$ cat config.mk
export PLATFORM = sky130hd
export DESIGN_NAME = state_store
export DESIGN_NICKNAME = d
export VERILOG_FILES = /design/src/verilog/resonant_types_pkg.sv /design/src/verilog/resonant_ctrl_pkg.sv /design/src/verilog/state_store.sv
export VERILOG_INCLUDE_DIRS = /design/src /design/src/verilog
export SDC_FILE = /design/constraint.sdc
export NUM_CORES = 2
export LEC_CHECK = 0
export BUFFER_PORTS_ARGS = -buffer_cell sky130_fd_sc_hd__buf_2
export CAP_MARGIN = 10
export CORE_MARGIN = 3
export CORE_UTILIZATION = 40
export DETAILED_ROUTE_END_ITERATION = 8
export SETUP_SLACK_MARGIN = 0.4
export SLEW_MARGIN = 0
export SYNTH_ARGS = -nofsm -noshare
export SYNTH_HDL_FRONTEND = slang
export SYNTH_SLANG_ARGS = --single-unit
$ cat constraint.sdc
create_clock -name clk_i -period 3.33 [get_ports clk_i]
set_input_delay 0.666 -clock clk_i [delete_from_list [all_inputs] [get_ports clk_i]]
set_output_delay 0.666 -clock clk_i [all_outputs]
set_load 0.005 [all_outputs]
$ cat src/verilog/resonant_config.svh
`ifndef RESONANT_CONFIG_SVH
`define RESONANT_CONFIG_SVH

// ############################################################
// data path widths

`define RES_SAMPLE_W 18 // samples, states, coefficients
`define RES_ACC_W 24 // estimate, holds the sum of all states
`define RES_Q 14 // fraction bits of the coefficients

// ############################################################
// harmonic table

`define RES_MAX_HARM 32
`define RES_HARM_W 5 // index into the table

// ############################################################
// host write port

`define RES_AXI_ADDR_W 9 // byte address
`define RES_AXI_DATA_W 32
`define RES_NHARM_ADDR 9'h100 // active count minus one

`endif

$ cat src/verilog/resonant_types_pkg.sv
`include "resonant_config.svh"

package resonant_types_pkg;

	// ############################################################
	// signal values

	// sample, resonator state or error
	typedef logic signed [`RES_SAMPLE_W-1:0] sample_t;

	// fixed point, RES_Q fraction bits
	typedef logic signed [`RES_SAMPLE_W-1:0] coef_t;

	// sum of the states of one pass
	typedef logic signed [`RES_ACC_W-1:0] acc_t;

	// ############################################################
	// addressing

	typedef logic [`RES_HARM_W-1:0] harm_idx_t; // 0 .. RES_MAX_HARM-1

endpackage

$ cat src/verilog/resonant_ctrl_pkg.sv
`include "resonant_config.svh"

package resonant_ctrl_pkg;

	typedef enum logic [1:0] {
		SEQ_IDLE,
		SEQ_WALK, // one harmonic issued per cycle
		SEQ_DRAIN // wait for the estimate
	} seq_state_e;

	// one harmonic in the pipeline
	typedef struct packed {
		logic valid;
		logic first;
		logic last;
		resonant_types_pkg::harm_idx_t idx;
	} mac_ctrl_t;

	typedef struct packed {
		resonant_types_pkg::coef_t cos_k;
		resonant_types_pkg::coef_t gain_g;
	} coef_pair_t;

	typedef struct packed {
		resonant_types_pkg::sample_t x1; // last state
		resonant_types_pkg::sample_t x2; // state before that
	} state_pair_t;

	// ############################################################
	// AXI4-Lite write channels

	localparam logic [1:0] AXI_RESP_OKAY = 2'b00;

	typedef struct packed {
		logic awvalid;
		logic [`RES_AXI_ADDR_W-1:0] awaddr;
		logic wvalid;
		logic [`RES_AXI_DATA_W-1:0] wdata;
		logic [`RES_AXI_DATA_W/8-1:0] wstrb;
		logic bready;
	} axil_wr_req_t;

	typedef struct packed {
		logic awready;
		logic wready;
		logic bvalid;
		logic [1:0] bresp;
	} axil_wr_rsp_t;

endpackage

$ cat src/verilog/state_store.sv
`include "resonant_config.svh"

module state_store (
	input  logic clk_i,
	input  logic harmonics_rst,
	input  resonant_types_pkg::harm_idx_t rd_idx_i,
	output resonant_ctrl_pkg::state_pair_t state_o,
	input  logic we_i,
	input  resonant_types_pkg::harm_idx_t wr_idx_i,
	input  resonant_ctrl_pkg::state_pair_t state_i
);

	resonant_ctrl_pkg::state_pair_t state_mem [`RES_MAX_HARM];

	// ############################################################
	// write back from the datapath

	always_ff @(posedge clk_i) begin
		if (harmonics_rst) begin
			for (int h = 0; h < `RES_MAX_HARM; h++)
				state_mem[h] <= '0; // resonators start at rest
		end else if (we_i) begin
			state_mem[wr_idx_i] <= state_i;
		end
	end

	// ############################################################
	// registered read, same timing as the coefficient table

	always_ff @(posedge clk_i) begin
		state_o <= state_mem[rd_idx_i]; // old value on a same-edge write
	end

endmodule

== After elaboration in Yosys (flattened, before gate mapping) ==
Memory sizes are Yosys's and may differ from the RTL's. A register that Yosys moved wholly into a read port is not among the register bits.
Cells that the tools add are included.

* Bits in registers: 0
* Logic and storage cells: 10
* Memories: 1
* Output and inout port bits: 36
* Input port bits: 49
* RAM bits: 1152

{| class="wikitable"
|+ Memory list
! memory !! depth !! width !! read ports !! clocked after Yosys merged registers in !! write ports !! line !! text
|-
| state_mem || 32 || 36 || 1 || 1 || 32 || state_store.sv:13 || <nowiki>resonant_ctrl_pkg::state_pair_t state_mem [`RES_MAX_HARM];</nowiki>
|}

* Muxes and demuxes: 8
* Reduce and logical (&&, ||, !) cells: 1

{| class="wikitable"
|+ Operator list
! cell !! count
|-
| 36-bit 2-to-1 mux || 1
|-
| 36-bit OR reduction || 1
|-
| 1-bit 2-to-1 mux || 6
|-
| 5-bit 2-to-1 mux || 1
|}

== Logic depth before layout (Yosys ltp) ==
* Depth after elaboration: 5
* Mapped depth: 8
* Gate-level depth less buffers: 5

== Least setup slack after synthesis ==
Ideal clock, no wire load.

* Path kind: input-to-reg
* Start point: input harmonics_rst
* End point: memory state_mem[28][0] (netlist bit), enable pin
* Required time: 2.953 ns
* Cell stages on the path: 5
* Setup time: 0.377 ns
* Buffers on the path: 1
* Arrival time: 2.044 ns
* Setup slack: 0.909 ns
* Cells stage by stage: nand2b_1 or3_1 buf_6 nor2_8 or2_2

{| class="wikitable"
|+ RTL lines
! what !! line !! text
|-
| start, declared || state_store.sv:5 || <nowiki>input logic harmonics_rst,</nowiki>
|-
| end, declared || state_store.sv:13 ||
|}

==> results.cfg <==
[clocking]
cts_made_buffers = 132
post_cts_buffers = 0
clkSinkCount = 1188
cts_tree = done
htreeDepth = 4
clk_root_buffer_cell = clkbuf_16
cts_resized = 0
clkTransAtPathRegs_ps = 60
cts_hold_buffers = 0
clk_path_buf_depth = 3
clk_latency_ps = 750

[yosys]
synth_top_flop_cell = edfxtp_1
netlist.area_leader.share_pct = 63.9
synth_async_sr_flop_share_pct = 0
ys_top_cells_by_count = 1153 x and2_1, 1152 x edfxtp_1, 576 x mux2i_1
yosys_warnings = 0
synth_area_leaders = edfxtp_1 64%, and2_1 13%, mux2i_1 11%
syn-mean-instance-area_um2 = 13.8
synth_edf_count = 1152
synth_top_area_cell = edfxtp_1
syn_area_um2 = 54200
synth-seq-area-share_pct = 65.2
synth.ff_latch_count = 1188
synthDistinctLibCells = 31
synth_cells = 3930
synth_nets = 3979
synth_most_common_cell = and2_1

[sta]
slew_headroom_pct = 23.7
final_max_slew_viol_count = 0
min_period_ps = 2210
hold_viol = 0
worst_slew_pin_slew_ps = 1140
hold_ws_ps = 532
finalCritPeriodShare_pct = 66.3
finalSetupViolations = 0
fin_skew_ps = 21.5
fin_tns_setup_ps = 0
rsz0062_at_grt = no
clock.fmax_mhz = 453

[cells_and_area]
final_util_pct = 45.4
fin_area_um2 = 60800
areaGrowthSynthToFinish_pct = 12.3
drive_gt1_share_pct = 12.3
nFillCells = 11800
final_cell_count_no_fill = 5834
finalNetCount = 4007
regArea_um2 = 35300
multi_input_area_um2 = 17200

[floorplanning]
row_count = 134
die_h_um = 374
core_um2 = 134000
dieWidth_um = 374
initial_core_util_pct = 40.4
die_area_um2 = 140000
ios = 85

[place]
dp_cells = 5592
hpwl_um = 90400
routabilityCongestion = 0.782
placed_area_um2 = 56800
port_buffers = 84

[worst_setup_path]
crit_required_ps = 3770
critical_path_buf_inv_count = 3
criticalPathCategory = input pin to flip-flop
path_max_fanout = 22
cp.arrival_ps = 2640
worstPathCellList = buf_2, nand2b_1, or3_1, buf_4, nor2_8, or2_2, buf_12
end_kind = flip-flop
cpLargestDelayFamily = simple AND/OR/NAND/NOR gates
start_kind = input pin
slowest_delay_ps = 530
worst_path_max_delay_cell = or2_2

[status]
status = finished clean

[detailed_routing]
initialDrtViolationCount = 2801
drc = 0
post_drt_wl_per_cell_um = 26.2
viasPerCell = 5.39
vias = 31500
drt_pass1_iterations = 5
postRouteAntennaNets = 0
routed_wl_um = 153000

[grt]
grt_pass1_wl_um = 222000
grt_util_all_layers_pct = 21.7
grt_pass1_vias = 31700
antenna_found_initial = 8
grt_remaining_overflow = 0
grt_max_degree = 71

[worst_hold_path]
hold_class = input pin to flip-flop

[power]
ir_drop_v = 0.000489
power.density_nw_per_um2 = 557
p_leak_nw = 22.9

[run]
max_cap_viol_count = 0
metrics by stage:
| step | setup slack (ps) | power [W] |
|---|---|---|
| 5_1_grt | 1110 | 0.0349 |
| 3_3_place_gp | 369 | 0.0202 |
| 4_1_cts | 1170 | 0.0341 |
| 6_report | 1120 | 0.0339 |
| 2_1_floorplan | 909 | 0.0191 |
| 3_5_place_dp | 375 | 0.0203 |
layer usage:
| layer | vias up | part of all wire (%) | GRT usage (%) |
|---|---|---|---|
| met5 | - | 0.018 | 0 |
| met4 | 4 | 2.1 | 5.97 |
| met3 | 208 | 6.8 | 4.33 |
| met2 | 963 | 48 | 35.9 |
| met1 | 16100 | 43 | 29.1 |
| li1 | 14100 | - | - |
kinds of logic after synthesis:
logic type	count (synthesis)	synth area share, %
and+or+nand+nor	1492	16.9
DFF	1188	65.2
muxes	576	10.6
buffers and inverters	350	3.18
AOI/OAI and AO/OA	324	4.08
worst register-to-register path, delay by kind of cell, from the launching register on:
| kind | cells | cell delay [ps] |
|---|---|---|
| multiplexers | 1 | 60 |
| AND/OR/NAND/NOR | 2 | 610 |
| flip-flops | 1 | 320 |
| AO/OA/AOI/OAI | 2 | 310 |
| buffers and inverters | 1 | 200 |
report_power, final:
group / total [W] / internal, W / switching, W
Combinational: 0.00250 / 0.000813 / 0.00169
Clock: 0.0139 / 0.00807 / 0.00584
Sequential: 0.0175 / 0.0172 / 0.000246
Total: 0.0339 / 0.0261 / 0.00778
final timing paths:
check / startpoint / endpoint / slack [ps] / cells after the start
setup / recovery: harmonics_rst / state_mem[8][27] / 1120 / 7
hold / removal: state_i[16] / state_mem[31][16] / 530 / 2
setup reg to reg: state_mem[2][6] / state_o[6] / 1750 / 6
hold reg to reg: state_mem[16][2] / state_o[2] / 600 / 4
registers in the layout (all words and copies together), names as in the netlist:
register / flops
state_o: 36
state_mem: 1152
final cells by class:
cell class / instances / area share (%)
sequential: 1188 / 58.1
multi-input combinational: 2392 / 28.2
clock buffer: 189 / 6.12
tap: 1768 / 3.64
timing repair buffer: 244 / 3.40
clock inverter: 46 / 0.559
antenna: 7 / 0.0288
layout by cell type (no fill, tap or decap), types with 2 or more instances in the layout:
master         n
a21oi_1      108
a22oi_1      108
nor2_4        25
a31oi_1       36
inv_6          6
nor2_1         2
bufinv_16      4
or3b_4         2
a22o_1        72
nor2_8         8
clkbuf_16    137
buf_4        125
nor3_1        36
clkbuf_8      10
clkbuf_1      42
and2_1      1152
nand2b_2       2
clkinv_1      14
buf_2         83
nor2b_4        2
dfxtp_1       36
diode_2        7
mux2i_1      576
buf_12        35
nand2_1      109
nand3_1      109
clkinv_2      20
nand3b_1       3
or2_2         33
clkinvlp_4     2
edfxtp_1    1152
Power figures use the tool's default switching activity.
