--- src/verilog/resonant_config.svh ---
`ifndef RESONANT_CONFIG_SVH
`define RESONANT_CONFIG_SVH

// ############################################################
// data path widths

`define RES_SAMPLE_W 18 // samples, states, coefficients
`define RES_ACC_W 24 // estimate, holds the sum of all states
`define RES_Q 14 // fraction bits of the coefficients

// ############################################################
// harmonic table

`define RES_MAX_HARM 32
`define RES_HARM_W 5 // index into the table

// ############################################################
// host write port

`define RES_AXI_ADDR_W 9 // byte address
`define RES_AXI_DATA_W 32
`define RES_NHARM_ADDR 9'h100 // active count minus one

`endif

--- src/verilog/resonant_types_pkg.sv ---
`include "resonant_config.svh"

package resonant_types_pkg;

	// ############################################################
	// signal values

	// sample, resonator state or error
	typedef logic signed [`RES_SAMPLE_W-1:0] sample_t;

	// fixed point, RES_Q fraction bits
	typedef logic signed [`RES_SAMPLE_W-1:0] coef_t;

	// sum of the states of one pass
	typedef logic signed [`RES_ACC_W-1:0] acc_t;

	// ############################################################
	// addressing

	typedef logic [`RES_HARM_W-1:0] harm_idx_t; // 0 .. RES_MAX_HARM-1

endpackage

--- src/verilog/resonant_ctrl_pkg.sv ---
`include "resonant_config.svh"

package resonant_ctrl_pkg;

	typedef enum logic [1:0] {
		SEQ_IDLE,
		SEQ_WALK, // one harmonic issued per cycle
		SEQ_DRAIN // wait for the estimate
	} seq_state_e;

	// one harmonic in the pipeline
	typedef struct packed {
		logic valid;
		logic first;
		logic last;
		resonant_types_pkg::harm_idx_t idx;
	} mac_ctrl_t;

	typedef struct packed {
		resonant_types_pkg::coef_t cos_k;
		resonant_types_pkg::coef_t gain_g;
	} coef_pair_t;

	typedef struct packed {
		resonant_types_pkg::sample_t x1; // last state
		resonant_types_pkg::sample_t x2; // state before that
	} state_pair_t;

	// ############################################################
	// AXI4-Lite write channels

	localparam logic [1:0] AXI_RESP_OKAY = 2'b00;

	typedef struct packed {
		logic awvalid;
		logic [`RES_AXI_ADDR_W-1:0] awaddr;
		logic wvalid;
		logic [`RES_AXI_DATA_W-1:0] wdata;
		logic [`RES_AXI_DATA_W/8-1:0] wstrb;
		logic bready;
	} axil_wr_req_t;

	typedef struct packed {
		logic awready;
		logic wready;
		logic bvalid;
		logic [1:0] bresp;
	} axil_wr_rsp_t;

endpackage

--- src/verilog/coef_axil_slave.sv ---
`include "resonant_config.svh"

module coef_axil_slave (
	input  logic clk_i,
	input  logic harmonics_rst,
	input  resonant_ctrl_pkg::axil_wr_req_t req_i,
	output resonant_ctrl_pkg::axil_wr_rsp_t rsp_o,
	input  logic busy_i,
	input  resonant_types_pkg::harm_idx_t rd_idx_i,
	output resonant_ctrl_pkg::coef_pair_t coef_o,
	output resonant_types_pkg::harm_idx_t nharm_o
);

	resonant_ctrl_pkg::coef_pair_t coef_mem [`RES_MAX_HARM];

	logic accept;
	logic wr_en;
	logic bvalid_r;
	logic in_table; // low half of the map
	resonant_types_pkg::harm_idx_t wr_idx;
	resonant_types_pkg::coef_t wr_val;

	// ############################################################
	// handshake

	// address and data taken together, none while a response is pending
	assign accept = req_i.awvalid && req_i.wvalid && !bvalid_r && !busy_i;

	assign rsp_o = '{
		awready: accept,
		wready: accept,
		bvalid: bvalid_r,
		bresp: resonant_ctrl_pkg::AXI_RESP_OKAY
	};

	// ############################################################
	// decode, word 2h is cos_k and word 2h+1 is gain_g

	assign in_table = !req_i.awaddr[`RES_AXI_ADDR_W-1];
	assign wr_idx = req_i.awaddr[`RES_HARM_W+2:3];
	assign wr_val = resonant_types_pkg::coef_t'(req_i.wdata[`RES_SAMPLE_W-1:0]);
	assign wr_en = accept && (req_i.wstrb != '0); // no strobes, no change

	always_ff @(posedge clk_i) begin
		if (harmonics_rst) begin
			bvalid_r <= 1'b0;
			nharm_o <= '0; // one harmonic
			for (int h = 0; h < `RES_MAX_HARM; h++)
				coef_mem[h] <= '0;
		end else begin
			if (accept)
				bvalid_r <= 1'b1;
			else if (req_i.bready)
				bvalid_r <= 1'b0;

			if (wr_en) begin
				if (req_i.awaddr == `RES_NHARM_ADDR) begin
					nharm_o <= req_i.wdata[`RES_HARM_W-1:0];
				end else if (in_table) begin
					if (req_i.awaddr[2])
						coef_mem[wr_idx].gain_g <= wr_val;
					else
						coef_mem[wr_idx].cos_k <= wr_val;
				end
			end
		end
	end

	// read port for the walk
	always_ff @(posedge clk_i) begin
		coef_o <= coef_mem[rd_idx_i];
	end

endmodule

--- config.mk ---
export PLATFORM = sky130hd
export DESIGN_NAME = coef_axil_slave
export DESIGN_NICKNAME = d
export VERILOG_FILES = /design/src/verilog/resonant_types_pkg.sv /design/src/verilog/resonant_ctrl_pkg.sv /design/src/verilog/coef_axil_slave.sv
export VERILOG_INCLUDE_DIRS = /design/src /design/src/verilog
export SDC_FILE = /design/constraint.sdc
export NUM_CORES = 2
export LEC_CHECK = 0
export BUFFER_PORTS_ARGS = -buffer_cell sky130_fd_sc_hd__buf_4
export CORE_MARGIN = 2
export CORE_UTILIZATION = 29
export CTS_BUF_LIST = sky130_fd_sc_hd__clkbuf_2
export DETAILED_ROUTE_END_ITERATION = 8
export SETUP_SLACK_MARGIN = 0.1
export SYNTH_ARGS = -nofsm -noshare
export SYNTH_HDL_FRONTEND = slang
export SYNTH_SLANG_ARGS = --single-unit
--- constraint.sdc ---
create_clock -name clk_i -period 2.8 [get_ports clk_i]
set_input_delay 0.56 -clock clk_i [delete_from_list [all_inputs] [get_ports clk_i]]
set_output_delay 0.56 -clock clk_i [all_outputs]
set_load 0.02 [all_outputs]
Word-level counts from Yosys, hierarchy flattened

Memories as Yosys holds them, arrays and structs flattened. A register that Yosys moved wholly into a read port is not among the register bits.
Cells that the tools add are included.

Bits in registers: 6
RAM bits: 1152
Bits of input ports: 56
Output and inout port bits: 46
Logic and storage cells: 33
Memories kept: 1

Equality and inequality tests: 1
Muxes and demuxes: 19
Reduce and logical (&&, ||, !) cells: 10

Memory list:

| memory   | words | width | rd ports | clocked after Yosys merged registers in | write ports | RTL line              | RTL |
|---|---|---|---|---|---|---|---|
| coef_mem | 32    | 36    | 1        | 1                                       | 32          | coef_axil_slave.sv:14 | `` resonant_ctrl_pkg::coef_pair_t coef_mem [`RES_MAX_HARM]; `` |

Operators by type and width:

| operator             | number |
|---|---|
| $mux W36             | 1 |
| $reduce_or A36 Y1    | 1 |
| $mux W1              | 16 |
| $eq A9 B9 Y1 const B | 1 |
| $mux W5              | 1 |
| $logic_and A1 B1 Y1  | 4 |
| $reduce_bool A4 Y1   | 1 |
| $logic_not A1 Y1     | 2 |
| $mux W2              | 1 |
| $reduce_and A2 Y1    | 1 |
| $reduce_bool A2 Y1   | 1 |

Depth between registers and ports, before layout

Depth in word-level cells: 9
Depth in mapped cells: 8
Depth with buffers taken out: 5

Worst setup path after synthesis

Ideal clock, no wire load.

Path kind: input-to-reg
From: in harmonics_rst
To: mem coef_mem[13][18] (netlist name) (enable)
Setup time: 340 ps
Data arrival time: 2034 ps
Data required time: 2460 ps
Path slack: 427 ps
Stages: 5
Buffers on the path: 1
Cell sequence: buf_6 -> nor3_4 -> nand3b_4 -> nor3_4 -> or2_2

RTL lines:

| element            | RTL line              | RTL |
|---|---|---|
| start: declaration | coef_axil_slave.sv:5  | `input logic harmonics_rst,` |
| end: declaration   | coef_axil_slave.sv:14 |  |

==> results.py <==
metrics = {
    "floorplan": {
        "core_area_um2": 188000,
        "io_pins": 102,
        "start_util_pct": 29.2,
        "die_h_um": 439,
        "fp.dieArea_um2": 193000,
        "die_w_um": 439,
        "rows": 159,
    },
    "timing": {
        "fin_ws_ns": -0.00384,
        "slew_violations": 0,
        "period_minus_slack_ns": 2.80,
        "post-route-period-util_pct": 100,
        "setup_tns_ns": -0.00384,
        "skew_ns": 0.214,
        "max_freq_ghz": 0.357,
        "tightest_slew_ns": 1.17,
        "rsz0062_at_grt": "yes",
        "finalHoldViolCount": 0,
        "setup_viol": 1,
        "slew_headroom_pct": 22.0,
    },
    "cells_and_area": {
        "regArea_um2": 35500,
        "drive_gt1_share_pct": 22.1,
        "multi_input_area_um2": 18100,
        "fill_cells": 18300,
        "area_delta_synth_final_pct": 16.7,
        "nets": 4504,
        "finalInstanceArea_um2": 64200,
    },
    "worst_setup_path": {
        "required_ns": 2.24,
        "path_class": "reg2out",
        "crit_slowest_cell": "dfxtp_4",
        "path_max_fanout": 4,
        "cp_cell_sequence": "nor2_4 -> buf_6",
        "cp_num_buf_inv": 1,
        "crit_family": "flip-flops",
        "slowest_delay_ns": 0.37,
        "cp-start-kind": "flop",
        "cp_data_arrival_time_ns": 2.24,
        "worstSetupEndpointType": "output pin",
    },
    "power": {
        "ir_drop_mv": 0.403,
        "seq_power_share_pct": 56.9,
        "p_switching_uw": 9520,
        "p_int_uw": 25900,
        "total_power_uw": 35400,
        "pwr-share-clk_pct": 33.9,
        "power_leakage_uw": 0.0261,
        "power.density_nw_per_um2": 552,
        "combPwrFrac_pct": 9.2,
        "swShare_pct": 26.9,
    },
    "synth": {
        "synth_common_cells": "and2_1, edfxtp_1, mux2i_1",
        "synth.area.top_cells": "edfxtp_1, and2_1, mux2i_1",
        "yosysMostFrequentCell": "and2_1",
        "post-synth-top-area-cell": "edfxtp_1",
        "ys_seq_elements": 1194,
        "ys_async_sr_fraction_pct": 0,
        "synth_area_um2": 55000,
        "yosysWarnings": 0,
        "synth-seq-area-share_pct": 64.4,
        "synth-edff-count": 1152,
        "ys_types": 46,
        "synthFlopType": "edfxtp_1",
        "synth_top_area_share_pct": 62.9,
        "avgSynthCellArea_um2": 13.6,
        "netlist_instances": 4045,
    },
    "routing": {
        "drt-wirelength-per-cell_um": 21.9,
        "drtIter0Drc": 2533,
        "via_per_inst": 4.68,
        "drtPass1Iterations": 5,
        "drc": 0,
        "drtAntennaViolNets": 0,
        "wl_mm": 157,
        "vias": 33600,
    },
    "grt": {
        "busiest_layer": "met2",
        "grt_max_degree": 69,
        "grt_pass1_vias": 34400,
        "grt_overflow_total": 0,
        "met1_usage_pct": 20.0,
        "grt.total_usage_pct": 16.0,
        "grt_util_met3_pct": 2.86,
        "antenna_found_initial": 6,
        "grt_pass1_wl_mm": 228,
        "met2_usage_pct": 27.7,
    },
    "placed_design": {
        "place_congestion": 0.805,
        "detailed_place_hpwl_mm": 93.2,
        "dpl_cell_area_um2": 60100,
        "port-buffer-count": 85,
    },
    "clock_tree": {
        "cts.sink_count": 1194,
        "cts_buffer_depth": 4,
        "clk_pin_slew_ns": 0.11,
        "cts_max_level": 5,
        "cts-root-buf": "clkbuf_2",
        "numCtsBuffers": 338,
        "clk_latency_ns": 1.72,
        "cts_tree": "done",
    },
    "outcome": {
        "failed_checks": "setup timing",
        "status": "finished, violations left",
    },
    "run": {
        "maxCapViolations": 0,
    },
    "hold_path": {
        "hold_path_class": "in2reg",
    },
}
[cells by family after synthesis]
| family | share of synthesized area, % |
|---|---|
| buf+inv | 2.78 |
| simple gates | 18.2 |
| flops | 64.4 |
| mux | 10.6 |
| other cells | 0.00682 |
| compound gates | 4.02 |
[cells in the final DEF (no fill, tap or decap), drive strengths merged]
master       netlist  layout
nand4b             2       2
and4b              1       1
clkbuf           234     485
a22oi            108     108
mux2i            581     581
nor2              41      41
inv                1       6
or4b               1       1
edfxtp          1152    1152
buf              119     331
clkinv             0      78
nor3              75      75
nand4              1       1
nor2b              3       3
nand3b             5       5
a31oi             36      36
or2               69      69
a22o              72      72
a21oi            109     109
and2            1153    1153
nand2b             4       4
conb               1       2
and2b              1       1
nor4b              2       2
diode              0       6
nand3            112     112
dlygate4sd3        0      81
bufinv             0       2
nand2            117     117
dfxtp             42      42
or3                1       1
nor4               1       1
and3b              1       1
[repair_timing]
item,in CTS,in global routing
endpoints found under the hold margin,2270,0
pin swaps,1,1
cloned,0,3
hold buffers,86,0
setup endpoints to repair,44,63
resized for setup,95,6
buffers inserted,1,0
[path summary, 6_finish.rpt]
check	slack (ns)	start	end	depth (start not counted)
worst min-delay path	0.21	req_i[22]	coef_mem[17][17]	3
worst max-delay path	-0.004	bvalid_r	rsp_o[3]	2
worst min register to register	0.52	nharm_o[3]	nharm_o[3]	2
worst max register to register	0.13	bvalid_r	coef_mem[17][2]	6
[metal layers]
layer,part of all wire [%],up-vias
li1,-,15500
met1,41,16900
met5,0,-
met3,5.4,216
met4,2.7,0
met2,51,967
[registers in the layout, indices dropped and copies added, names as in the netlist]
name / flops
coef_mem: 1152
coef_o: 36
nharm_o: 5
bvalid_r: 1
[worst register-to-register path: cells and delay by family, from the launching register on]
family        cells  cell delay [ns]
flops             1             0.37
buf+inv           3             1.01
simple gates      3             1.04
[power groups by stage]
stage | combinational [uW] | sequential [uW] | clock (uW)
6_report | 3240 | 20200 | 12000
5_1_grt | 3410 | 20200 | 13300
4_1_cts | 3260 | 20200 | 12400
3_5_place_dp | 3070 | 20600 | 0
3_3_place_gp | 3050 | 20500 | 0
2_1_floorplan | 1540 | 20600 | 0
[metrics by stage]
stage | hold WS [ns] | utilization (%) | instances | setup slack (ns)
floorplan | 0.554 | - | 4046 | 0.427
global placement | 0.510 | 32.0 | 6516 | -0.0520
detailed placement | 0.497 | 32.0 | 6516 | -0.0391
CTS | 0.00485 | 34.1 | 7170 | -0.225
global route | 0.0946 | 34.1 | 7171 | -0.173
finish | 0.211 | 34.1 | 7176 | -0.00384
[cell type report]
class                   count  share of cell area [%]
clock buffers             482                    3.76
repair buffers            415                    7.25
inverters                   1                 0.00585
multi-input cells        2498                    28.2
clock inverters            85                   0.612
flip-flops and latches   1194                    55.3
diodes                      6                  0.0234
well taps                2495                    4.86
Power figures use the tool's default switching activity.
