**src/verilog/resonant_config.svh**
```systemverilog
`ifndef RESONANT_CONFIG_SVH
`define RESONANT_CONFIG_SVH

// ############################################################
// data path widths

`define RES_SAMPLE_W 18 // samples, states, coefficients
`define RES_ACC_W 24 // estimate, holds the sum of all states
`define RES_Q 14 // fraction bits of the coefficients

// ############################################################
// harmonic table

`define RES_MAX_HARM 32
`define RES_HARM_W 5 // index into the table

// ############################################################
// host write port

`define RES_AXI_ADDR_W 9 // byte address
`define RES_AXI_DATA_W 32
`define RES_NHARM_ADDR 9'h100 // active count minus one

`endif

```
**src/verilog/resonant_types_pkg.sv**
```systemverilog
`include "resonant_config.svh"

package resonant_types_pkg;

	// ############################################################
	// signal values

	// sample, resonator state or error
	typedef logic signed [`RES_SAMPLE_W-1:0] sample_t;

	// fixed point, RES_Q fraction bits
	typedef logic signed [`RES_SAMPLE_W-1:0] coef_t;

	// sum of the states of one pass
	typedef logic signed [`RES_ACC_W-1:0] acc_t;

	// ############################################################
	// addressing

	typedef logic [`RES_HARM_W-1:0] harm_idx_t; // 0 .. RES_MAX_HARM-1

endpackage

```
**src/verilog/resonant_ctrl_pkg.sv**
```systemverilog
`include "resonant_config.svh"

package resonant_ctrl_pkg;

	typedef enum logic [1:0] {
		SEQ_IDLE,
		SEQ_WALK, // one harmonic issued per cycle
		SEQ_DRAIN // wait for the estimate
	} seq_state_e;

	// one harmonic in the pipeline
	typedef struct packed {
		logic valid;
		logic first;
		logic last;
		resonant_types_pkg::harm_idx_t idx;
	} mac_ctrl_t;

	typedef struct packed {
		resonant_types_pkg::coef_t cos_k;
		resonant_types_pkg::coef_t gain_g;
	} coef_pair_t;

	typedef struct packed {
		resonant_types_pkg::sample_t x1; // last state
		resonant_types_pkg::sample_t x2; // state before that
	} state_pair_t;

	// ############################################################
	// AXI4-Lite write channels

	localparam logic [1:0] AXI_RESP_OKAY = 2'b00;

	typedef struct packed {
		logic awvalid;
		logic [`RES_AXI_ADDR_W-1:0] awaddr;
		logic wvalid;
		logic [`RES_AXI_DATA_W-1:0] wdata;
		logic [`RES_AXI_DATA_W/8-1:0] wstrb;
		logic bready;
	} axil_wr_req_t;

	typedef struct packed {
		logic awready;
		logic wready;
		logic bvalid;
		logic [1:0] bresp;
	} axil_wr_rsp_t;

endpackage

```
**src/verilog/resonator_mac.sv**
```systemverilog
`include "resonant_config.svh"

module resonator_mac (
	input  logic clk_i,
	input  logic harmonics_rst,
	input  resonant_ctrl_pkg::mac_ctrl_t ctrl_i,
	input  resonant_types_pkg::sample_t sample_i,
	input  resonant_ctrl_pkg::coef_pair_t coef_i,
	input  resonant_ctrl_pkg::state_pair_t state_i,
	output logic we_o,
	output resonant_types_pkg::harm_idx_t wr_idx_o,
	output resonant_ctrl_pkg::state_pair_t state_o,
	output logic done_o,
	output resonant_types_pkg::acc_t est_o
);

	localparam int PROD_W = 2 * `RES_SAMPLE_W;

	resonant_ctrl_pkg::mac_ctrl_t ctrl_d; // lines up with memory data
	resonant_ctrl_pkg::mac_ctrl_t ctrl_w; // lines up with the new state
	resonant_types_pkg::sample_t err;
	resonant_types_pkg::sample_t err_r;
	resonant_types_pkg::acc_t sum_r;
	resonant_types_pkg::acc_t sum_next;
	logic signed [PROD_W-1:0] prod_g;
	logic signed [PROD_W-1:0] prod_c;
	logic signed [PROD_W-1:0] new_x1;

	// ############################################################
	// new state

	// one error per pass, against the previous estimate
	assign err = ctrl_d.first ? resonant_types_pkg::sample_t'(sample_i - est_o) : err_r;

	assign prod_g = coef_i.gain_g * err;
	assign prod_c = coef_i.cos_k * state_i.x1;
	assign new_x1 = (prod_g >>> `RES_Q) + (prod_c >>> `RES_Q) - state_i.x2;

	always_ff @(posedge clk_i) begin
		if (ctrl_d.valid) begin
			state_o.x1 <= resonant_types_pkg::sample_t'(new_x1); // wraps
			state_o.x2 <= state_i.x1;
		end
		if (ctrl_d.valid && ctrl_d.first)
			err_r <= err;
		if (ctrl_w.valid)
			sum_r <= sum_next;
	end

	assign we_o = ctrl_w.valid;
	assign wr_idx_o = ctrl_w.idx;

	// ############################################################
	// estimate

	always_comb begin
		sum_next = resonant_types_pkg::acc_t'(state_o.x1);
		if (!ctrl_w.first)
			sum_next = sum_r + resonant_types_pkg::acc_t'(state_o.x1);
	end

	always_ff @(posedge clk_i) begin
		if (harmonics_rst) begin
			ctrl_d <= '0;
			ctrl_w <= '0;
			done_o <= 1'b0;
			est_o <= '0;
		end else begin
			ctrl_d <= ctrl_i;
			ctrl_w <= ctrl_d;
			done_o <= ctrl_w.valid && ctrl_w.last;
			if (ctrl_w.valid && ctrl_w.last)
				est_o <= sum_next; // held until the next pass ends
		end
	end

endmodule

```
**config.mk**
```make
export PLATFORM = sky130hd
export DESIGN_NAME = resonator_mac
export DESIGN_NICKNAME = d
export VERILOG_FILES = /design/src/verilog/resonant_types_pkg.sv /design/src/verilog/resonant_ctrl_pkg.sv /design/src/verilog/resonator_mac.sv
export VERILOG_INCLUDE_DIRS = /design/src /design/src/verilog
export SDC_FILE = /design/constraint.sdc
export NUM_CORES = 2
export LEC_CHECK = 0
export BUFFER_PORTS_ARGS = -buffer_cell sky130_fd_sc_hd__buf_2
export CAP_MARGIN = 25
export CELL_PAD_IN_SITES_DETAIL_PLACEMENT = 1
export CELL_PAD_IN_SITES_GLOBAL_PLACEMENT = 2
export CORE_MARGIN = 2
export CORE_UTILIZATION = 37
export CTS_CLUSTER_DIAMETER = 80
export DETAILED_ROUTE_END_ITERATION = 10
export GPL_TIMING_DRIVEN = 0
export PLACE_DENSITY_LB_ADDON = 0.1
export SLEW_MARGIN = 5
export SYNTH_ARGS = -nofsm -noshare
export SYNTH_HDL_FRONTEND = slang
export SYNTH_SLANG_ARGS = --single-unit
export TNS_END_PERCENT = 50
```
**constraint.sdc**
```tcl
create_clock -name clk_i -period 10.91 [get_ports clk_i]
set_input_delay 1.6365 -clock clk_i [delete_from_list [all_inputs] [get_ports clk_i]]
set_output_delay 1.6365 -clock clk_i [all_outputs]
set_load 0.05 [all_outputs]
```
; ---- After elaboration in Yosys (flattened, before gate mapping)
; Index checks and enable logic that the tools add are counted.
[classes]
addsub = 4
reduce_logical = 2
mul = 2
muxes = 2
[ops]
columns = cell, count
row1 = 18-bit by 18-bit multiplier with 32-bit output, 2
row2 = 18-bit subtractor, 2
row3 = 24-bit by 18-bit adder with 24-bit output, 1
row4 = 24-bit 2-to-1 mux, 1
row5 = 18-bit adder, 1
row6 = 18-bit 2-to-1 mux, 1
row7 = 1-bit logical AND, 2
[word_totals]
register_bits = 119
in_bits = 100
out_inout_bits = 67
wordCells = 24

; ---- Logic depth before layout (Yosys ltp)
[logic_depth]
ltp_word = 5
depth_mapped = 49
ltp_nobuf = 48

; ---- Worst setup path before layout
; OpenSTA, ideal clock, no wires.
[synth_timing]
path_type = input -> register
startpoint = input port sample_i[4]
endpoint = register state_o[35] in the netlist's numbering (data pin)
t_required_ns = 10.642
path_buffers = 1
slack_ns = -0.859
arrival_time_ns = 11.502
path_stages = 44
setup_ns = 0.268
cell_sequence = ha_1 > or3_1 > or2_1 > nor2_1 > a21oi_1 > a21o_1 > a21oi_1 > xnor2_1 > mux2_2 > buf_1 > nand2_1 > fa_1 > inv_1 > fa_1 > inv_1 > fa_1 > inv_1 > fa_1 > [8 not listed] > o21a_1 > o21ai_0 > nand2b_1 > a21o_1 > a31oi_1 > xnor2_1 > fa_1 > ha_1 > or4_1 > o21ba_2 > a31o_2 > nor4_1 > nor3_1 > a31o_2 > xor2_1 > xnor2_1 > xnor2_1 > xnor3_1
[synth_between]
elab_chain_cells = 5
[synth_lines]
columns = item, line_no
row1 = from (decl), resonator_mac.sv:7  ; input resonant_types_pkg::sample_t sample_i,
row2 = 18-bit subtractor, resonator_mac.sv:33  ; assign err = ctrl_d.first ? resonant_types_pkg::sample_t'(sample_i - est_o) : err_r;
row3 = 18-bit 2-to-1 mux, resonator_mac.sv:33
row4 = net err[9], resonator_mac.sv:21  ; resonant_types_pkg::sample_t err;
row5 = 18-bit by 18-bit multiplier with 32-bit output, resonator_mac.sv:35  ; assign prod_g = coef_i.gain_g * err;
row6 = 18-bit adder, resonator_mac.sv:37  ; assign new_x1 = (prod_g >>> `RES_Q) + (prod_c >>> `RES_Q) - state_i.x2;
row7 = 18-bit subtractor, resonator_mac.sv:37
row8 = net new_x1[17], resonator_mac.sv:27  ; logic signed [PROD_W-1:0] new_x1;
row9 = to (decl), resonator_mac.sv:12  ; output resonant_ctrl_pkg::state_pair_t state_o,
; The timed path passes the listed nets, and every way through them passes these cells.
; A chain may end at the register's enable or synchronous reset.

; ---- Final worst setup path
[layout_timing]
startpoint = input port sample_i[0]
endpoint = register state_o[35] in the netlist's numbering (data pin)
[layout_between]
elab_chain_cells = 5
[layout_lines]
columns = item, line_no
row1 = 18-bit subtractor, resonator_mac.sv:33
row2 = 18-bit 2-to-1 mux, resonator_mac.sv:33
row3 = 18-bit by 18-bit multiplier with 32-bit output, resonator_mac.sv:35
row4 = 18-bit adder, resonator_mac.sv:37
row5 = 18-bit subtractor, resonator_mac.sv:37
row6 = net new_x1[17], resonator_mac.sv:27
; The timed path passes the listed nets, and every way through them passes these cells.

==> qor.yml <==
outcome:
  status: "complete, but fails checks"
  violations: "setup timing"
setup_path:
  startpoint_type: "input port"
  arrival_ns: 11.92
  path_max_fanout: 4
  cp-end-kind: "flop"
  cp_slowest_cell: "fa_1"
  critical-path-max-stage-delay_ns: 0.57
  crit_buf_inv: 5
  crit_type: "in2reg"
  worst_ep_required_time_ns: 11.08
  cp_common_cell: "fa_1"
  crit_family: "adder cells"
yosys:
  synthMuxAreaShare_pct: 0.4661
  synth.avg_cell_area_sq_um: 9.349
  yosys.area_share.simple_pct: 15.23
  async_flop_share_pct: 0
  ys_warn_count: 0
  syn_area_sq_um: 28190
  synth-edff-count: 78
  synth_xor_area_share_pct: 3.529
  syn_inst: 3015
  synth_top_family_by_area: "adder cells"
  ys_seq_elements: 119
  synth_compound_area_share_pct: 5.447
  synth_cell_types: 75
  synth_seq_area_share_pct: 11.22
  syn_nets: 3948
  synth_ff_type: "edfxtp_1"
  synthAdderAreaFrac_pct: 53.20
floorplanning:
  start_util_pct: 37.24
  die-area_sq_um: 78400
  dieHeight_um: 280.0
  ios: 167
  die_w_um: 280.0
  rows: 101
  fp.coreArea_sq_um: 75700
sta:
  slew_headroom_pct: 43.45
  hold_viol: 0
  slew_violations: 0
  fin_ws_ns: -0.8346
  tightest_slew_ns: 0.8482
  finalCritPeriodShare_pct: 107.6
  setup_viol: 3
  max_freq_mhz: 85.15
  rsz0062_at_grt: "true"
  min_period_ns: 11.74
  fin_worst_skew_ns: 0.02152
detailed_routing:
  first_pass_iters: 5
  postRouteAntennaNets: 0
  route.met2.wl_um: 47250
  maxUsedRoutingLayer: "met4"
  vias_per_cell: 4.882
  vias: 20670
  wl_per_cell_um: 21.22
  wl_met1_um: 38030
  wl_met3_um: 2309
  drc: 0
  first_iter_violations: 757
  wirelength_um: 89850
place:
  dp_hpwl_um: 76270
  place_inst: 4145
  place_area_sq_um: 30370
  port_buffers: 150
  gp_congestion: 0.8606
global_route:
  grtUsageTotal_pct: 23.92
  grt_pass1_vias: 24290
  grt_max_degree: 35
  gr-total-overflow: 0
  antenna_found_initial: 1
  grt_pass1_wl_um: 141500
finish:
  drive_above_1_share_pct: 12.38
  fin_nets: 4176
  nFillCells: 8793
  fin_cells: 4234
  area_growth_pct: 14.15
  final_area_sq_um: 32170
  diodes: 0
clock_tree:
  htree_levels: 4
  clock_latency_ns: 0.45
  hold_buffers: 0
  clock-sinks: 119
  cts_tree: "done"
  path_clk_slew_ns: 0.07
  cts_buffers: 17
  cts_max_path_buffers: 2
  clock-root-buffer: "clkbuf_16"
hold_path:
  min_path_type: "reg2reg"
job:
  drv_cap: 0
## through the flow
step / hold slack, ns / setup slack, ns / util (%) / TNS (ns)
6_report: 0.4439 / -0.8346 / 42.50 / -1.568
5_1_grt: 0.4649 / -1.156 / 42.50 / -3.173
4_1_cts: 0.4436 / -0.7609 / 42.09 / -1.359
3_5_place_dp: 0.4287 / -2.720 / 40.13 / -20.09
3_3_place_gp: 0.4271 / -2.628 / 40.09 / -17.92
2_1_floorplan: 0.4138 / -0.2207 / - / -0.2207
## cell type report
cell class              count  area [sq um]  share of cell area (%)
multi-input cells        2082         22690                   70.53
flip-flops and latches    119          3166                   9.839
inverters                 694          2618                   8.135
repair buffers            209          1309                   4.068
well taps                 978          1224                   3.803
plain buffers             120         590.6                   1.836
clock buffers              17         425.4                   1.322
clock inverters            15         151.4                  0.4705
## registers in the layout (all words and copies together), names as in the netlist, 2 cells and up
name,count
sum_r,24
err_r,18
wr_idx_o,5
est_o,24
ctrl_d,8
ctrl_w,2
state_o,36
## cells in the final DEF (no fill, tap or decap), drive strengths merged, types with 4 or more instances in the layout
cell type and instances:
a211oi 10, a21boi 7, a21o 23, a21oi 57, a31oi 8, and2 238, and3 4, buf 232
clkbuf 114, clkinv 4, dfxtp 41, edfxtp 78, fa 609, ha 224, inv 703, mux2 9
nand2 445, nand2b 23, nand3 12, nor2 84, nor2b 36, nor3 18, nor4 5, o21a 21
o21ai 56, o21bai 4, o31a 5, o31ai 7, or2 10, or3 7, xnor2 79, xor2 32
## worst reg2reg max path: cells and delay by family, from the launching register on
| kind | cells | cell delay (ns) |
|---|---|---|
| AOI/OAI and AO/OA | 15 | 3.06 |
| xor gates and xnor gates | 5 | 1.14 |
| buffers and inverters | 8 | 1.88 |
| and+or+nand+nor | 6 | 0.93 |
| adders and majority gates | 9 | 3.67 |
| DFF | 1 | 0.30 |
## timing repair
| action | 4_1_cts | 5_1_grt |
|---|---|---|
| endpoints found under the hold margin | 0 | 0 |
| buffers inserted | 49 | 8 |
| setup endpoints to repair | 14 | 6 |
| resized for setup | 123 | 53 |
| pin swaps | 42 | 27 |
## routing by layer
metal,global-route usage (%),vias up
met5,0,-
met4,6.115,0
met3,2.506,100
met2,44.12,320
met1,29.70,10802
li1,-,9448
## cell usage after synthesis (all sizes together), types with 21 or more instances
| master | n | area share (%) |
|---|---|---|
| a21oi | 57 | 1.0 |
| a21o | 23 | 0.61 |
| ha | 224 | 9.9 |
| nand2b | 23 | 0.51 |
| o21a | 21 | 0.56 |
| fa | 609 | 43 |
| buf | 23 | 0.38 |
| nand2 | 445 | 5.9 |
| xor2 | 32 | 0.99 |
| clkbuf | 97 | 1.3 |
| o21ai | 56 | 1.0 |
| inv | 693 | 9.2 |
| dfxtp | 41 | 2.9 |
| nor2b | 36 | 0.83 |
| and2 | 238 | 5.3 |
| edfxtp | 78 | 8.3 |
| xnor2 | 79 | 2.5 |
| nor2 | 84 | 1.1 |
## path summary, 6_finish.rpt
kind                        start                      to  slack (ns)  depth (start not counted)
max reg2reg  ctrl_d[6]$_SDFF_PP0_   state_o[35]$_DFFE_PP_       -0.33                         43
max                   sample_i[0]   state_o[35]$_DFFE_PP_       -0.83                         48
min          ctrl_d[4]$_SDFF_PP0_  wr_idx_o[4]$_SDFF_PP0_        0.44                          1
min reg2reg  ctrl_d[4]$_SDFF_PP0_  wr_idx_o[4]$_SDFF_PP0_        0.44                          1
## cell families after synthesis
family	Yosys count
AOI/OAI and AO/OA	229
buffers and inverters	814
and+or+nand+nor	896
adders and majority gates	833
DFF	119
muxes	12
xor gates and xnor gates	112
Power is left out: the tool's default activity adds up to more than one toggle a clock period on the data nets, which glitch-free logic cannot reach.
