File: src/verilog/resonant_config.svh
`ifndef RESONANT_CONFIG_SVH
`define RESONANT_CONFIG_SVH

// ############################################################
// data path widths

`define RES_SAMPLE_W 18 // samples, states, coefficients
`define RES_ACC_W 24 // estimate, holds the sum of all states
`define RES_Q 14 // fraction bits of the coefficients

// ############################################################
// harmonic table

`define RES_MAX_HARM 32
`define RES_HARM_W 5 // index into the table

// ############################################################
// host write port

`define RES_AXI_ADDR_W 9 // byte address
`define RES_AXI_DATA_W 32
`define RES_NHARM_ADDR 9'h100 // active count minus one

`endif

File: src/verilog/resonant_types_pkg.sv
`include "resonant_config.svh"

package resonant_types_pkg;

	// ############################################################
	// signal values

	// sample, resonator state or error
	typedef logic signed [`RES_SAMPLE_W-1:0] sample_t;

	// fixed point, RES_Q fraction bits
	typedef logic signed [`RES_SAMPLE_W-1:0] coef_t;

	// sum of the states of one pass
	typedef logic signed [`RES_ACC_W-1:0] acc_t;

	// ############################################################
	// addressing

	typedef logic [`RES_HARM_W-1:0] harm_idx_t; // 0 .. RES_MAX_HARM-1

endpackage

File: src/verilog/resonant_ctrl_pkg.sv
`include "resonant_config.svh"

package resonant_ctrl_pkg;

	typedef enum logic [1:0] {
		SEQ_IDLE,
		SEQ_WALK, // one harmonic issued per cycle
		SEQ_DRAIN // wait for the estimate
	} seq_state_e;

	// one harmonic in the pipeline
	typedef struct packed {
		logic valid;
		logic first;
		logic last;
		resonant_types_pkg::harm_idx_t idx;
	} mac_ctrl_t;

	typedef struct packed {
		resonant_types_pkg::coef_t cos_k;
		resonant_types_pkg::coef_t gain_g;
	} coef_pair_t;

	typedef struct packed {
		resonant_types_pkg::sample_t x1; // last state
		resonant_types_pkg::sample_t x2; // state before that
	} state_pair_t;

	// ############################################################
	// AXI4-Lite write channels

	localparam logic [1:0] AXI_RESP_OKAY = 2'b00;

	typedef struct packed {
		logic awvalid;
		logic [`RES_AXI_ADDR_W-1:0] awaddr;
		logic wvalid;
		logic [`RES_AXI_DATA_W-1:0] wdata;
		logic [`RES_AXI_DATA_W/8-1:0] wstrb;
		logic bready;
	} axil_wr_req_t;

	typedef struct packed {
		logic awready;
		logic wready;
		logic bvalid;
		logic [1:0] bresp;
	} axil_wr_rsp_t;

endpackage

File: src/verilog/harmonic_sequencer.sv
module harmonic_sequencer (
	input  logic clk_i,
	input  logic harmonics_rst,
	input  logic start_i,
	input  resonant_types_pkg::sample_t sample_i,
	input  resonant_types_pkg::harm_idx_t nharm_i,
	input  logic done_i,
	output resonant_ctrl_pkg::mac_ctrl_t ctrl_o,
	output resonant_types_pkg::sample_t sample_o,
	output logic busy_o
);

	resonant_ctrl_pkg::seq_state_e state;
	resonant_types_pkg::harm_idx_t last_idx; // count taken at start
	resonant_types_pkg::harm_idx_t next_idx;
	logic take;

	assign take = (state == resonant_ctrl_pkg::SEQ_IDLE) && start_i;
	assign next_idx = ctrl_o.idx + 1'b1;
	assign busy_o = (state != resonant_ctrl_pkg::SEQ_IDLE);

	// ############################################################
	// pass control

	always_ff @(posedge clk_i) begin
		if (harmonics_rst) begin
			state <= resonant_ctrl_pkg::SEQ_IDLE;
			ctrl_o <= '0;
		end else begin
			case (state)
				resonant_ctrl_pkg::SEQ_IDLE: begin
					if (start_i) begin
						state <= resonant_ctrl_pkg::SEQ_WALK;
						ctrl_o.valid <= 1'b1;
						ctrl_o.first <= 1'b1;
						ctrl_o.last <= (nharm_i == '0);
						ctrl_o.idx <= '0;
					end
				end
				resonant_ctrl_pkg::SEQ_WALK: begin
					if (ctrl_o.last) begin
						state <= resonant_ctrl_pkg::SEQ_DRAIN;
						ctrl_o <= '0; // pipeline empties behind us
					end else begin
						ctrl_o.first <= 1'b0;
						ctrl_o.last <= (next_idx == last_idx);
						ctrl_o.idx <= next_idx;
					end
				end
				resonant_ctrl_pkg::SEQ_DRAIN: begin
					if (done_i)
						state <= resonant_ctrl_pkg::SEQ_IDLE;
				end
				default: begin
					state <= resonant_ctrl_pkg::SEQ_IDLE;
					ctrl_o <= '0;
				end
			endcase
		end
	end

	// ############################################################
	// held for the whole pass

	always_ff @(posedge clk_i) begin
		if (take) begin
			sample_o <= sample_i;
			last_idx <= nharm_i; // a write during the pass cannot move the end
		end
	end

endmodule

File: config.mk
export PLATFORM = sky130hd
export DESIGN_NAME = harmonic_sequencer
export DESIGN_NICKNAME = d
export VERILOG_FILES = /design/src/verilog/resonant_types_pkg.sv /design/src/verilog/resonant_ctrl_pkg.sv /design/src/verilog/harmonic_sequencer.sv
export VERILOG_INCLUDE_DIRS = /design/src /design/src/verilog
export SDC_FILE = /design/constraint.sdc
export NUM_CORES = 1
export LEC_CHECK = 0
export CORE_MARGIN = 4
export CORE_UTILIZATION = 50
export CTS_BUF_LIST = sky130_fd_sc_hd__clkbuf_2 sky130_fd_sc_hd__clkbuf_4 sky130_fd_sc_hd__clkbuf_8
export CTS_CLUSTER_DIAMETER = 150
export DETAILED_ROUTE_END_ITERATION = 6
export DONT_BUFFER_PORTS = 1
export SKIP_LAST_GASP = 1
export SYNTH_ARGS = -nofsm -noshare
export SYNTH_HDL_FRONTEND = slang
export SYNTH_SLANG_ARGS = --single-unit
File: constraint.sdc
create_clock -name clk_i -period 1.8 [get_ports clk_i]
set_clock_uncertainty 0.15 [all_clocks]
set_input_delay 0.09 -clock clk_i [delete_from_list [all_inputs] [get_ports clk_i]]
set_output_delay 0.09 -clock clk_i [all_outputs]
set_load 0.05 [all_outputs]
Yosys cells after proc, flatten, opt, wreduce, memory -nomap -nowiden

Index checks and enable logic that the tools add are counted.

RAM bits: 0
Latch bits: 0
Bits in read-only memories: 0
Memories kept: 0
Flip-flop bits (word level): 33
Output and inout port bits: 27

Div/mod/pow operators: 0
Shifts and indexed selects: 0
Multiplexer cells: 8
Reductions and logical operators: 7
Order comparisons: 0
Multipliers: 0
Add/sub/neg operators: 1
Bitwise operators: 1
Equality and inequality tests: 6

Operators by type and width:

| kind                | number |
|---|---|
| $pmux 8 s3          | 1 |
| $mux 8              | 1 |
| $mux 2              | 3 |
| $mux 6              | 1 |
| $ne 2x2->1 const B  | 3 |
| $pmux 2 s3          | 1 |
| $reduce_and 3->1    | 2 |
| $add 5x1->5 const B | 1 |
| $eq 5x5->1          | 1 |
| $logic_not 5->1     | 1 |
| $eq 2x1->1 const B  | 1 |
| $eq 2x2->1 const B  | 1 |
| $logic_not 2->1     | 1 |
| $reduce_and 2->1    | 1 |
| $reduce_bool 2->1   | 1 |
| $logic_and 1x1->1   | 1 |
| $mux 1              | 1 |
| $not 1->1           | 1 |

Logic depth before layout (Yosys ltp)

Gate-level depths: netlist of the first run.

Depth in word-level cells: 4
Gate-level depth with buffers: 5
Depth with buffers taken out: 5

Worst setup path before layout of the first run

Ideal clock, no wire load.

Kind: register -> register
From: register ctrl_o[0] (netlist name)
To: register ctrl_o[5] (netlist name)
Path slack: 0.012 ns
Setup time: 0.125 ns
Data required time: 1.525 ns
Period minus slack after synthesis: 1.788 ns
Arrival: 1.513 ns
Path buffers: 0
Stages on the path, launching flop included: 6
Cells stage by stage: dfxtp_1 ha_1 nor2_1 a211o_1 a31oi_1 o21ai_0

Word-level cells in the longest chain between the ends: 4

Ends and longest elaborated chain:

| element     | line                     | text |
|---|---|---|
| from (decl) | harmonic_sequencer.sv:8  | `output resonant_ctrl_pkg::mac_ctrl_t ctrl_o,` |
| $add 5x1->5 | harmonic_sequencer.sv:19 | `assign next_idx = ctrl_o.idx + 1'b1;` |
| $eq 5x5->1  | harmonic_sequencer.sv:46 | `ctrl_o.last <= (next_idx == last_idx);` |
| $mux 6      | harmonic_sequencer.sv:41 | `if (ctrl_o.last) begin` |
| $pmux 8 s3  | harmonic_sequencer.sv:30 | `case (state)` |

No other way between the ends.
A chain may end at the register's enable or synchronous reset.

Final worst setup path of the first run

From: register state[1]
To: register state[0]

Word-level cells in the longest chain between the ends: 3
Elaborated cells between the ends (all ways): 8
Those cells by class: 5 x eq/ne; 1 x mux; 2 x reduce/logical

Ends and longest elaborated chain:

| element                                  | line                     | text |
|---|---|---|
| from (decl)                              | harmonic_sequencer.sv:13 | `resonant_ctrl_pkg::seq_state_e state;` |
| from (signal assigned)                   | harmonic_sequencer.sv:27 | `state <= resonant_ctrl_pkg::SEQ_IDLE;` |
| from (signal assigned)                   | harmonic_sequencer.sv:33 | `state <= resonant_ctrl_pkg::SEQ_WALK;` |
| from (signal assigned)                   | harmonic_sequencer.sv:42 | `state <= resonant_ctrl_pkg::SEQ_DRAIN;` |
| $eq 2x2->1, or another cell as far along | harmonic_sequencer.sv:30 |  |
| $ne 2x2->1 (no source line)              | --                       |  |
| $reduce_and 3->1 (no source line)        | --                       |  |

Several ways; a longest one is shown, not always the timed one.

==> results of run 1 <==
==> metrics by stage <==
stage          util [%]  setup WS [ps]  power, mW
3_3_place_gp      59.26          280.5      1.106
2_1_floorplan         -          11.56      1.067
4_1_cts           73.28          39.71      1.535
3_5_place_dp      59.26          263.1      1.105
6_report          73.45          79.61      1.520
5_1_grt           73.45          21.61      1.596
==> kinds of logic after synthesis <==
logic type      Yosys count  synth area share, %
flops                    33                72.88
simple gates             26                11.57
compound gates           20                9.111
buf+inv                   6                1.842
xor+xnor                  5                3.582
fa+ha+maj                 1                1.023
==> routing by layer <==
layer	GRT usage (%)	up-vias	share of wire, %
met2	28.55	47	51
li1	-	425	-
met5	0	-	0
met3	11.31	4	12
met1	19.62	411	36
met4	9.272	0	1.0
==> how the worst max path moves through the flow <==
| stage | to | slack (ps) | depth (start not counted) |
|---|---|---|---|
| floorplan | ctrl_o[5] | 10 | 5 |
| global placement | ctrl_o[4] | 280 | 3 |
| detailed placement | ctrl_o[3] | 260 | 3 |
| CTS | state[0] | 40 | 3 |
| global route | state[0] | 20 | 3 |
| finish | state[0] | 80 | 3 |
==> sequential cells by signal (all words and copies together), names as in the netlist <==
| register | cells |
|---|---|
| sample_o | 18 |
| last_idx | 5 |
| state | 2 |
| ctrl_o | 8 |
==> power groups by stage <==
stage          clock (mW)  sequential, mW  combinational [mW]
6_report            0.379           0.968               0.173
5_1_grt             0.435           0.973               0.188
4_1_cts             0.396           0.968               0.172
3_5_place_dp            0           0.985               0.120
3_3_place_gp            0           0.985               0.120
2_1_floorplan           0            1.01              0.0616
==> area by class of cell <==
class	count	area share, %
clock buffers	5	2.246
clock inverters	2	0.6737
inverters	5	1.123
multi-input cells	52	18.49
flip-flops and latches	33	53.52
well taps	28	2.096
repair buffers	38	21.86
==> cells in the mapped netlist <==
cell      count
a31oi_1       1
nand4_1       1
or3b_4        1
xor2_1        1
edfxtp_1     23
a32oi_1       1
nor3b_1       1
nand2b_1      1
clkbuf_1      1
nor2_1        8
dfxtp_1      10
nand3b_1      1
nand3_1       3
xnor2_1       4
a21oi_1      10
a211o_1       1
nand2_1       1
a22oi_1       1
inv_1         5
ha_1          1
and2_1        2
or3_1         3
or4_1         1
o21ai_0       6
nor3_1        3
==> critical path: stages (launching register included) <==
cell	delay, ps
dfxtp_1	360
or3b_4	440
a21oi_1	160
dlygate4sd3_1	560
==> timing repair <==
item                                    CTS  global route
endpoints found under the hold margin    33             0
hold buffers                             27             0
endpoints found under the setup margin    0             1
gates resized for setup                   0             2
==> flow_summary_export.csv, run 1 <==
group,metric,value,unit
status,status,"completed",
clock_network,postCtsSetupRepairBufs,0,
global_route,grt_max_degree,24,
finish,regArea,894.6,sq um
logic_synthesis,synth.distinct_cells,25,
power,clockPowerShare,24.9,%
clock_network,ctsLongestPathBuffers,2,
clock_network,cts.clk_slew.worst_paths,100,ps
die,fp.coreArea,2276,sq um
finish,postLayoutCellArea,1672,sq um
drt,drt_pass1_iterations,4,
finish,fill_cells,145,
finish,final_nets,163,
finish,drive_gt1_share,14.07,%
finish,antenna_cells,0,
placement,placed_cells,129,
timing,finalSetupViolCount,0,
timing,tightest_slew,525.3,ps
logic_synthesis,synthesis.nets,119,
drt,post-route-drc-count,0,
placement,dpl.hpwl,1564,um
worst_hold_path,hold_depth,3,
logic_synthesis,synth.largest_area_cell,"edfxtp_1",
global_route,grt_pass1_vias,933,
drt,vias_per_cell,5.442,
placement,dpl-instance-area,1349,sq um
power,net-switching-power,436.2,uW
logic_synthesis,yosys_register_bits,33,
global_route,antenna_found_initial,0,
critical_path,crit_arrival,1840,ps
clock_network,htreeDepth,2,
logic_synthesis,yosys-top-cells-area,"edfxtp_1, dfxtp_1, a21oi_1, xnor2_1, o21ai_0",
global_route,grt.total_usage,18.44,%
die,fp-row-count,17,
clock_network,clkLatencyLatePin,320,ps
power,p_int,1.084,mW
logic_synthesis,netlist.area_leader.share,56.50,%
worst_hold_path,hold_path.class,"input port to flip-flop",
placement,io_buffers,0,
drt,num_vias,887,
die,die_x,57.45,um
finish,multiInputGateArea,309.0,sq um
drt,first_iter_violations,21,
run,maxCapViolCount,0,
timing,slew_violations,0,
die,num_io_pins,54,
clock_network,cts_root_buffer,"clkbuf_4",
die,die_area,3300,sq um
logic_synthesis,synth-seq-area-share,72.88,%
finish,final_cell_mix,"dlygate4sd3_1, edfxtp_1, a21oi_1, buf_4, dfxtp_1",
placement,place_congestion,0.7452,
timing,fin_tns_setup,0,ps
drt,wl_per_cell,16.13,um
power,sw_frac_of_total,28.70,%
critical_path,crit_type,"flip-flop to flip-flop",
timing,maxSlewHeadroom,64.98,%
timing,grt_setup_unrepaired,"no",
clock_network,clock_sinks,33,
critical_path,crit_start,"state[1]",
power,powerDensity,909.2,nW/um^2
logic_synthesis,syn_avg_cell_area,13.43,sq um
critical_path,cp-start-kind,"flip-flop",
clock_network,cts_tree,"yes",
critical_path,reg2reg_from,"state[1]",
timing,post-route-period-util,95.58,%
finish,fin_cells,163,
die,start_util,53.71,%
logic_synthesis,synth_area,1222,sq um
logic_synthesis,syn_inst,91,
die,die_y,57.45,um
clock_network,cts_made_buffers,5,
drt,wirelength,2629,um
worst_hold_path,whs_endpoint,"ctrl_o[0]",
timing,period_needed,1720,ps
critical_path,regToRegEndpoint,"state[0]",
power,comb_power_share,11.4,%
finish,final_common_cell,"dlygate4sd3_1",
critical_path,regToRegSetupSlack,80,ps
timing,whs,15.70,ps
power,p_leak,0.6110,nW
global_route,overflow,0,
power,ir_drop,0.8157,mV
power,pwr-share-seq,63.7,%
critical_path,cp_data_required_time,1920,ps
worst_hold_path,hp-start,"start_i",
timing,final_hold_viol_count,0,
finish,area_delta_synth_final,36.74,%
logic_synthesis,synth_warnings,0,
drt,detail-route-antenna-nets,0,
critical_path,worst-path-max-fanout,6,
global_route,grt_pass1_wl,4429,um
critical_path,end_kind,"flip-flop",
timing,fmax,581.3,MHz
critical_path,reg2regPathDepth,3,
(Power assumes the default switching activity.)
==> run 2, diff against run 1 <==
SETUP_SLACK_MARGIN = 0.2   (was not set)
==> flow_summary_export.csv, run 2 (synthesis gave the netlist of run 1 again) <==
group,metric,value,unit
power,finalPower,1.685,mW
clock_network,cts_tree,"yes",
finish,drive_gt1_share,17.78,%
finish,top_regs,"sample_o x18, ctrl_o x8, last_idx x5",
drt,post-route-drc-count,0,
critical_path,crit_start,"state[0]",
drt,detail-route-antenna-nets,0,
finish,final_nets,162,
critical_path,path_delay_family,"simple AND/OR/NAND/NOR gates",
placement,place_ws,243.7,ps
power,clockPowerShare,32.3,%
die,start_util,53.71,%
global_route,grt_pass1_vias,869,
finish,final_common_cell,"dlygate4sd3_1",
timing,maxSlewHeadroom,66.40,%
clock_network,clock_sinks,33,
status,status,"completed",
finish,area_delta_synth_final,38.79,%
die,fp-row-count,17,
worst_hold_path,hold_path.class,"input port to flip-flop",
timing,tightest_slew,505.1,ps
drt,drt_pass1_iterations,4,
die,num_io_pins,54,
die,die_area,3300,sq um
power,sw_frac_of_total,25.99,%
drt,vias_per_cell,5.344,
timing,finalSetupViolCount,0,
critical_path,reg2reg_from,"state[0]",
run,maxCapViolCount,0,
drt,wirelength,2629,um
timing,grt_setup_unrepaired,"no",
critical_path,cp_cell_sequence,"or3b_4 > or3_1 > a21oi_1",
power,p_leak,0.6254,nW
critical_path,cp-start-kind,"flip-flop",
placement,io_buffers,0,
critical_path,end_kind,"flip-flop",
power,net-switching-power,437.9,uW
finish,fin_cells,163,
drt,first_iter_violations,25,
global_route,grt_pass1_wl,4443,um
global_route,grt.total_usage,17.81,%
drt,wl_per_cell,16.13,um
timing,whs,18.38,ps
clock_network,cts_root_buffer,"clkbuf_4",
placement,placed_cells,129,
critical_path,crit_type,"flip-flop to flip-flop",
die,die_y,57.45,um
critical_path,slowest_stage,"or3b_4",
power,p_int,1.247,mW
placement,place_congestion,0.7303,
global_route,antenna_found_initial,0,
global_route,grt_max_degree,24,
critical_path,worst-path-max-fanout,8,
finish,fill_cells,150,
power,powerDensity,993.0,nW/um^2
die,die_x,57.45,um
timing,final_hold_viol_count,0,
worst_hold_path,hold_depth,4,
critical_path,crit_arrival,1650,ps
timing,fin_tns_setup,0,ps
timing,post-route-period-util,85.71,%
timing,slew_violations,0,
clock_network,cts.clk_slew.worst_paths,110,ps
clock_network,clkLatencyLatePin,330,ps
clock_network,ctsLongestPathBuffers,2,
critical_path,reg2regPathDepth,3,
timing,fmax,648.2,MHz
die,fp.coreArea,2276,sq um
clock_network,cts_made_buffers,5,
finish,largest_register_ffs,18,
critical_path,slowest_delay,430,ps
finish,top_register,"sample_o",
clock_network,htreeDepth,2,
power,comb_power_share,10.2,%
critical_path,cp_data_required_time,1910,ps
finish,antenna_cells,0,
timing,period_needed,1543,ps
critical_path,critical_path_depth,3,
finish,final_cell_mix,"dlygate4sd3_1, edfxtp_1, buf_4",
drt,num_vias,871,
global_route,overflow,0,
placement,dpl.hpwl,1565,um
worst_hold_path,hp-start,"nharm_i[2]",
timing,fin_ws,257.3,ps
power,pwr-share-seq,57.6,%
power,ir_drop,0.8521,mV
critical_path,critPathBufInv,0,
run 2: changes by cell type in the layout (fill, tap and decap cells not counted), sizes merged:
| cell | delta |
|---|---|
| clkbuf | +1 |
| dlygate4sd3 | -1 |
| bufinv | +1 |
| clkinvlp | -1 |
run 2: power by group through the flow:
stage	Combinational (mW)	Sequential, mW	Clock [mW]
2_1_floorplan	0.0616	1.01	0
4_1_cts	0.169	0.969	0.558
3_5_place_dp	0.120	0.986	0
3_3_place_gp	0.121	0.986	0
6_report	0.171	0.970	0.544
5_1_grt	0.187	0.976	0.595
run 2: repair_timing:
| item | 4_1_cts | 5_1_grt |
|---|---|---|
| endpoints found under the setup margin | 1 | 3 |
| endpoints found under the hold margin | 33 | 0 |
| resized for setup | 1 | 1 |
| hold buffers | 26 | 0 |
| setup buffers | 0 | 0 |
run 2: cell type report:
class / instances / area, sq um / share of cell area, %
clock buffer: 6 / 45.04 / 2.655
clock inverter: 2 / 33.78 / 1.991
inverter: 5 / 18.77 / 1.106
multi-input combinational: 52 / 312.8 / 18.44
sequential: 33 / 895.9 / 52.80
tap: 28 / 35.03 / 2.065
timing repair buffer: 37 / 355.3 / 20.94
run 2: per-layer routing:
layer / vias up / wire length [um] / track usage [%]
li1: 423 / - / -
met1: 405 / 1044 / 21.78
met2: 41 / 1284 / 26.77
met3: 2 / 290 / 9.729
met4: 0 / 10 / 5.960
met5: - / 0 / 0
run 2: worst paths after layout:
kind | slack [ps] | endpoint
min | 20 | ctrl_o[5]
min reg2reg | 340 | ctrl_o[6]
max reg2reg | 260 | ctrl_o[3]
max | 260 | ctrl_o[3]
run 2: stage by stage:
stage / cell area [sq um] / utilization [%]
CTS: 1693 / 74.38
floorplan: 1226 / -
global route: 1697 / 74.55
global placement: 1353 / 59.43
finish: 1697 / 74.55
detailed placement: 1353 / 59.43
run 2: worst min-delay path, delay by kind of cell:
family             cells  cell delay, ps
and+or+nand+nor        2             140
AOI/OAI and AO/OA      2             240
